===== config.mk =====
export PLATFORM = sky130hd
export DESIGN_NAME = user_logic
export DESIGN_NICKNAME = d
export VERILOG_FILES = /design/src/jtag_user_pkg.sv /design/src/tap_decoder.sv /design/src/tap_encoder.sv /design/src/user_logic.sv
export SDC_FILE = /design/constraint.sdc
export NUM_CORES = 1
export LEC_CHECK = 0
export BUFFER_PORTS_ARGS = -buffer_cell sky130_fd_sc_hd__buf_2
export CAP_MARGIN = 20
export CORE_ASPECT_RATIO = 1.1
export CORE_MARGIN = 3
export CORE_UTILIZATION = 50
export DETAILED_ROUTE_END_ITERATION = 8
export HOLD_SLACK_MARGIN = 0.1
export MAX_ROUTING_LAYER = met4
export PLACE_DENSITY = 0.66
export SLEW_MARGIN = 10
export SYNTH_ARGS = -nofsm -noshare
export SYNTH_HDL_FRONTEND = slang
export SYNTH_SLANG_ARGS = --single-unit

===== constraint.sdc =====
create_clock -name tck -period 4.25 [get_ports tck]
set_clock_uncertainty 0.05 [all_clocks]
set_input_delay 0.85 -clock tck [delete_from_list [all_inputs] [get_ports tck]]
set_output_delay 0.85 -clock tck [all_outputs]
set_load 0.02 [all_outputs]

===== src/jtag_user_pkg.sv =====
package jtag_user_pkg;

    // One deserialized byte from the host
    localparam int INBOUND_DATA_WIDTH = 8;

    // Received byte counter
    localparam int RESULT_WIDTH = 16;

    // Bypass register of the upstream device in the chain
    localparam int UPSTREAM_BYPASS_BITS = 1;

    // Counter plus valid flag plus alignment flag
    localparam int STATUS_WIDTH = RESULT_WIDTH + 2;

    // Enough bits to index a position inside one byte
    localparam int BIT_COUNT_WIDTH = $clog2(INBOUND_DATA_WIDTH);

    typedef logic [INBOUND_DATA_WIDTH-1:0] inbound_data_t;
    typedef logic [RESULT_WIDTH-1:0]       result_t;
    typedef logic [BIT_COUNT_WIDTH-1:0]    bit_count_t;

    // Bit 0 leaves first on tdo
    //   [0]     outbound_valid
    //   [16:1]  outbound_data
    //   [17]    alignment_error_seen
    typedef logic [STATUS_WIDTH-1:0] status_word_t;

    // Line feed marks the end of a host message
    localparam inbound_data_t TERMINATOR_BYTE = 8'h0A;

    // Decoder FSM
    typedef enum logic [1:0] {
        DEC_IDLE,
        DEC_SKIP,
        DEC_DATA
    } decoder_state_t;

endpackage


===== src/tap_decoder.sv =====
module tap_decoder (
    input  logic                         tck,
    input  logic                         tdi,
    input  logic                         test_logic_reset,
    input  logic                         ir_is_user,
    input  logic                         capture_dr,
    input  logic                         shift_dr,
    input  logic                         update_dr,
    output logic                         inbound_valid,
    output jtag_user_pkg::inbound_data_t inbound_data,
    output logic                         inbound_alignment_error
);

    jtag_user_pkg::decoder_state_t state;

    // Position of the next data bit inside the current byte
    jtag_user_pkg::bit_count_t bit_pos;

    // Bypass bits already dropped in this scan
    jtag_user_pkg::bit_count_t skip_cnt;

    jtag_user_pkg::inbound_data_t shreg;
    jtag_user_pkg::inbound_data_t next_shreg;

    logic user_shift;
    logic data_shift;
    logic last_skip;
    logic byte_done;

    assign user_shift = ir_is_user & shift_dr;
    assign data_shift = user_shift && (state == jtag_user_pkg::DEC_DATA);

    assign last_skip = (skip_cnt ==
        jtag_user_pkg::bit_count_t'(jtag_user_pkg::UPSTREAM_BYPASS_BITS - 1));

    assign byte_done = data_shift && (bit_pos ==
        jtag_user_pkg::bit_count_t'(jtag_user_pkg::INBOUND_DATA_WIDTH - 1));

    // LSB first, so new bits enter at the top and move down
    assign next_shreg = {tdi, shreg[jtag_user_pkg::INBOUND_DATA_WIDTH-1:1]};

    always_ff @(posedge tck) begin
        if (test_logic_reset) begin
            state                   <= jtag_user_pkg::DEC_IDLE;
            bit_pos                 <= '0;
            skip_cnt                <= '0;
            inbound_valid           <= 1'b0;
            inbound_alignment_error <= 1'b0;
        end else begin
            // Both outputs are single-cycle pulses
            inbound_valid           <= 1'b0;
            inbound_alignment_error <= 1'b0;

            if (ir_is_user) begin
                if (capture_dr) begin
                    state    <= jtag_user_pkg::DEC_SKIP;
                    bit_pos  <= '0;
                    skip_cnt <= '0;
                end else if (update_dr) begin
                    // Leftover bits mean the host stopped mid-byte
                    if (state == jtag_user_pkg::DEC_DATA && bit_pos != '0) begin
                        inbound_alignment_error <= 1'b1;
                    end
                    state <= jtag_user_pkg::DEC_IDLE;
                end else if (shift_dr) begin
                    case (state)
                        jtag_user_pkg::DEC_SKIP: begin
                            if (last_skip) begin
                                state <= jtag_user_pkg::DEC_DATA;
                            end else begin
                                skip_cnt <= skip_cnt + 1'b1;
                            end
                        end
                        jtag_user_pkg::DEC_DATA: begin
                            if (byte_done) begin
                                bit_pos       <= '0;
                                inbound_valid <= 1'b1;
                            end else begin
                                bit_pos <= bit_pos + 1'b1;
                            end
                        end
                        default: begin
                            // Shift without a capture is ignored
                        end
                    endcase
                end
            end
        end
    end

    // Payload path
    always_ff @(posedge tck) begin
        if (data_shift) begin
            shreg <= next_shreg;
        end
        if (byte_done) begin
            inbound_data <= next_shreg;
        end
    end

endmodule


===== src/tap_encoder.sv =====
module tap_encoder (
    input  logic                   tck,
    input  logic                   test_logic_reset,
    input  logic                   ir_is_user,
    input  logic                   capture_dr,
    input  logic                   shift_dr,
    input  logic                   outbound_valid,
    input  jtag_user_pkg::result_t outbound_data,
    input  logic                   alignment_error_seen,
    output logic                   tdo
);

    jtag_user_pkg::status_word_t status_q;

    // Falling-edge copy of the outgoing bit
    logic tdo_bit;

    logic user_capture;
    logic user_shift;

    assign user_capture = ir_is_user & capture_dr;
    assign user_shift   = ir_is_user & shift_dr;

    // Load on capture, then walk the word toward bit 0
    // Zeros fill from the top once the status bits are gone
    always_ff @(posedge tck) begin
        if (test_logic_reset) begin
            status_q <= '0;
        end else if (user_capture) begin
            status_q <= {alignment_error_seen, outbound_data, outbound_valid};
        end else if (user_shift) begin
            status_q <= status_q >> 1;
        end
    end

    // tdo changes half a cycle ahead of the host sampling edge
    always_ff @(negedge tck) begin
        tdo_bit <= status_q[0];
    end

    // Quiet line outside a user shift
    assign tdo = user_shift ? tdo_bit : 1'b0;

endmodule


===== src/user_logic.sv =====
module user_logic (
    input  logic tck,
    input  logic tdi,
    input  logic test_logic_reset,
    input  logic ir_is_user,
    input  logic capture_dr,
    input  logic shift_dr,
    input  logic update_dr,
    output logic tdo
);

    // Decoder pulses
    logic                         inbound_valid;
    logic                         inbound_alignment_error;
    jtag_user_pkg::inbound_data_t inbound_data;

    // Levels presented to the encoder
    logic                   outbound_valid;
    jtag_user_pkg::result_t outbound_data;
    logic                   alignment_error_seen;

    tap_decoder tap_decoder_i (
        .tck                     (tck),
        .tdi                     (tdi),
        .test_logic_reset        (test_logic_reset),
        .ir_is_user              (ir_is_user),
        .capture_dr              (capture_dr),
        .shift_dr                (shift_dr),
        .update_dr               (update_dr),
        .inbound_valid           (inbound_valid),
        .inbound_data            (inbound_data),
        .inbound_alignment_error (inbound_alignment_error)
    );

    // Byte count wraps at 16 bits
    always_ff @(posedge tck) begin
        if (test_logic_reset) begin
            outbound_data <= '0;
        end else if (inbound_valid) begin
            outbound_data <= outbound_data + 1'b1;
        end
    end

    // Sticky once a terminator has been seen
    always_ff @(posedge tck) begin
        if (test_logic_reset) begin
            outbound_valid <= 1'b0;
        end else if (inbound_valid && inbound_data == jtag_user_pkg::TERMINATOR_BYTE) begin
            outbound_valid <= 1'b1;
        end
    end

    // Sticky once any scan ended with a partial byte
    always_ff @(posedge tck) begin
        if (test_logic_reset) begin
            alignment_error_seen <= 1'b0;
        end else if (inbound_alignment_error) begin
            alignment_error_seen <= 1'b1;
        end
    end

    tap_encoder tap_encoder_i (
        .tck                  (tck),
        .test_logic_reset     (test_logic_reset),
        .ir_is_user           (ir_is_user),
        .capture_dr           (capture_dr),
        .shift_dr             (shift_dr),
        .outbound_valid       (outbound_valid),
        .outbound_data        (outbound_data),
        .alignment_error_seen (alignment_error_seen),
        .tdo                  (tdo)
    );

endmodule


# After elaboration in Yosys (flattened, before gate mapping)

Index checks and enable logic that the tools add are counted.

Register bits after elaboration: 63
Output and inout port bits: 1
Logic and storage cells: 65

Bitwise gates (word level): 6
Multiplexer cells: 20
Equality and inequality tests: 6
Add/sub/neg operators: 3
Reduce and logical (&&, ||, !) cells: 18

Operator list:

| cell                  | count |
|---|---|
| $mux 18               | 2 |
| $mux 3                | 10 |
| $add 16x1->16 const B | 1 |
| $reduce_bool 3->1     | 4 |
| $mux 2                | 5 |
| $eq 8x4->1 const B    | 1 |
| $reduce_and 4->1      | 2 |
| $reduce_bool 2->1     | 4 |
| $add 3x1->3 const B   | 2 |
| $reduce_or 6->1       | 1 |
| $reduce_and 5->1      | 1 |
| $logic_and 1x1->1     | 4 |
| $ne 2x2->1 const B    | 2 |
| $not 1->1             | 4 |
| $reduce_or 4->1       | 1 |
| $eq 3x3->1 const B    | 1 |
| $logic_not 3->1       | 1 |
| $mux 1                | 3 |
| $and 1x1->1           | 2 |
| $eq 2x1->1 const B    | 1 |
| $eq 2x2->1 const B    | 1 |

# Logic depth before layout (Yosys ltp)

Depth in word-level cells: 8
Mapped depth: 6
Mapped depth without buffers: 5

# Cells and area by module

A second synthesis with hierarchy kept.

Cell total of the unflattened synthesis: 288
Area, all modules: 2781.4 µm²

By module, submodules not included:

| module      | cells each | instances | seq. area each (µm²) | area each (µm²) |
|---|---|---|---|---|
| tap_decoder | 89         | 1         | 650.6                | 1102.3 |
| user_logic  | 93         | 1         | 360.3                | 845.8 |
| tap_encoder | 106        | 1         | 380.4                | 833.3 |

==> run metrics <==
vias in the first global route=1,962; critical path endpoint category=output port; Leak=1.05 nW; sequential fraction of the synthesis area=50.8%; R2R Setup Slk=1680 ps; max_cap viols=0; total CTS buffers=9; Clock Pin Slew Worst Setup and Hold Paths=80 ps; gr usage total=18.3%; crit path capture=tdo; Nets=305; clk root buf=clkbuf_8; Worst setup SP type=flop; drc violations=0; vias after detailed routing=2,086; FF-to-FF path depth=0; VDD IR-drop max=0.222 mV; commonest cells after routing, fill and taps aside=dfxtp_1, nand2_1, nor2_1; setup TNS=0 ps; Total Wirelength=5.11 mm; hpwl dp=3.21 mm; CP max-delay cell=dfxtp_1; worst hold start=tap_decoder_i.shreg[1]; Synth async-reset ratio=0%; Yosys reg bits=62; Reg-to-Reg Start=tap_encoder_i.status_q[0]; GRT overflow=0; initial antenna violation count=0; Final Hold Viols=0; Post-Syn Area=2740 sq um; cts repair resizes=0; Post-Place Worst Slack=641 ps; Setup-failing EPs final=0; Crit path largest cell delay=280 ps; effective utilization at floorplan=53.0%; Final Worst Setup Slack=266 ps; routability cong.=0.733; H-tree lvl count=3; yosys warns=0; Post-Route Utilization=58.5%; port bufs=7; design area=3020 sq um; total core area=5170 sq um; CTS hold repair buffers=0; first-pass GRT wire length=9.09 mm; Post-synth EDFFs=15; instance area at placement=2780 sq um; Pre-Repair DR Iteration Count=4; status=completed; CTS Sinks=62; crit-path max FO=1; pwr dens=421 nW/um^2; DRT iter0 DRCs=122; Worst setup startpoint=tap_encoder_i.tdo_bit; Wirelength per Cell=13.9 um; min-delay worst type=flop to flop; critical path cell sequence=and3_1 -> buf_2; worst slew pin tran=916 ps; RSZ-0062 raised after global routing=no; Clock Latency Late Sink=330 ps; Vias/cell=5.65; Slew HR=38.9%; leading cell type in the layout, fill and taps excluded=dfxtp_1; RR Endpoint=tap_encoder_i.tdo_bit; worst path required time=3350 ps; postcts setup bufs=0; die width=76.6 um; FP Rows=27; post-synth cell types=45; most common flop cell mapped by yosys=dfxtp_1; CTS tree=yes; Avg Inst Size Synth=9.42 sq um; Max Slew Vio Count=0; # diodes=0; Die Span Y=83.7 um; Critical Path AT=3080 ps; maximum root-to-sink buffer count=2; WS Path Type=flop to output port; layout cells sized above 1=9.76%; syn nets=304; IO Count=8; Synth Instances=291; die area=6410 sq um; largest net degree at the start of global routing=53; antenna-violating nets left=0; Area growth, synth to finish=10.2%
==> final cells by class <==
class / instances / area, sq um
Multi-Input combinational cell: 200 / 1220
Tap cell: 72 / 90.1
Sequential cell: 62 / 1390
Timing Repair Buffer: 8 / 50.0
Inverter: 10 / 37.5
Clock buffer: 9 / 124
Fill cell: 478 / 2150
Clock inverter: 8 / 108
==> kinds of logic after synthesis <==
logic type	Yosys count	synth area share (%)
flip-flops	62	50.8
adder cells (fa/ha/maj)	6	2.74
XOR/XNOR	4	1.28
multiplexers	7	2.74
AO/OA/AOI/OAI	52	13.3
buffers and inverters	29	4.70
AND/OR/NAND/NOR	131	24.5
==> through the flow <==
| stage | total power [mW] | instances | hold WS, ps |
|---|---|---|---|
| after floorplan | 0.682 | 291 | 350 |
| after global placement | 0.694 | 352 | 352 |
| after detailed placement | 0.695 | 352 | 358 |
| after CTS | 1.29 | 368 | 377 |
| after global routing | 1.33 | 369 | 403 |
| final | 1.27 | 369 | 374 |
==> metal layers <==
metal	GRT usage [%]	vias up	share of wire [%]
li1	-	1052	-
met4	9.72	0	1.6
met3	5.72	8	4.1
met2	28.3	35	48
met1	21.4	991	46
met5	-	-	0
==> worst min-delay path by stage <==
stage / endpoint / slack [ps] / cells past startpoint
after floorplan: tap_decoder_i.inbound_data[0] / 350 / 0
after global placement: tap_decoder_i.inbound_data[0] / 350 / 0
after detailed placement: tap_decoder_i.inbound_data[0] / 360 / 0
after CTS: tap_decoder_i.inbound_data[0] / 380 / 0
after global routing: tap_decoder_i.inbound_data[0] / 400 / 0
final: tap_decoder_i.inbound_data[0] / 370 / 0
==> sequential cells by signal, indices dropped and copies added (netlist names), 2 cells and up <==
register,count
tap_decoder_i.state,2
outbound_data,16
tap_encoder_i.status_q,18
tap_decoder_i.skip_cnt,3
tap_decoder_i.bit_pos,3
tap_decoder_i.inbound_data,8
tap_decoder_i.shreg,7
==> Yosys cell counts (all sizes together) (2+ instances only) <==
| library cell | n | area (sq um) |
|---|---|---|
| o31ai | 3 | 22.5 |
| nor3b | 3 | 22.5 |
| buf | 11 | 61.3 |
| mux2 | 4 | 45.0 |
| nor4b | 2 | 17.5 |
| a21oi | 10 | 50.1 |
| edfxtp | 15 | 450 |
| nor2b | 5 | 31.3 |
| o21ai | 9 | 45.0 |
| and3 | 2 | 12.5 |
| ha | 6 | 75.1 |
| xor2 | 3 | 26.3 |
| nand3 | 4 | 20.0 |
| nand4 | 12 | 103 |
| clkbuf | 7 | 26.3 |
| nand2b | 4 | 25.0 |
| nor2 | 36 | 135 |
| inv | 11 | 41.3 |
| a211o | 3 | 26.3 |
| or4 | 3 | 22.5 |
| a31oi | 4 | 25.0 |
| a311oi | 15 | 131 |
| or3 | 4 | 25.0 |
| nor3 | 2 | 10.0 |
| o21a | 2 | 15.0 |
| mux2i | 3 | 30.0 |
| nand2 | 43 | 161 |
| nor4 | 4 | 25.0 |
| dfxtp | 47 | 941 |
| nor4bb | 3 | 30.0 |
==> power breakdown <==
group | total [mW] | switching, mW | internal [mW]
Clock | 0.592 | 0.253 | 0.339
Sequential | 0.621 | 0.00697 | 0.614
Combinational | 0.0591 | 0.0389 | 0.0202
==> worst max-delay path, delay by kind of cell, from the launching register on <==
family / cells / cell delay, ps
AND/OR/NAND/NOR: 1 / 160
flip-flops: 1 / 280
buffers and inverters: 1 / 150
No activity file was read; power rests on OpenSTA's default activity.
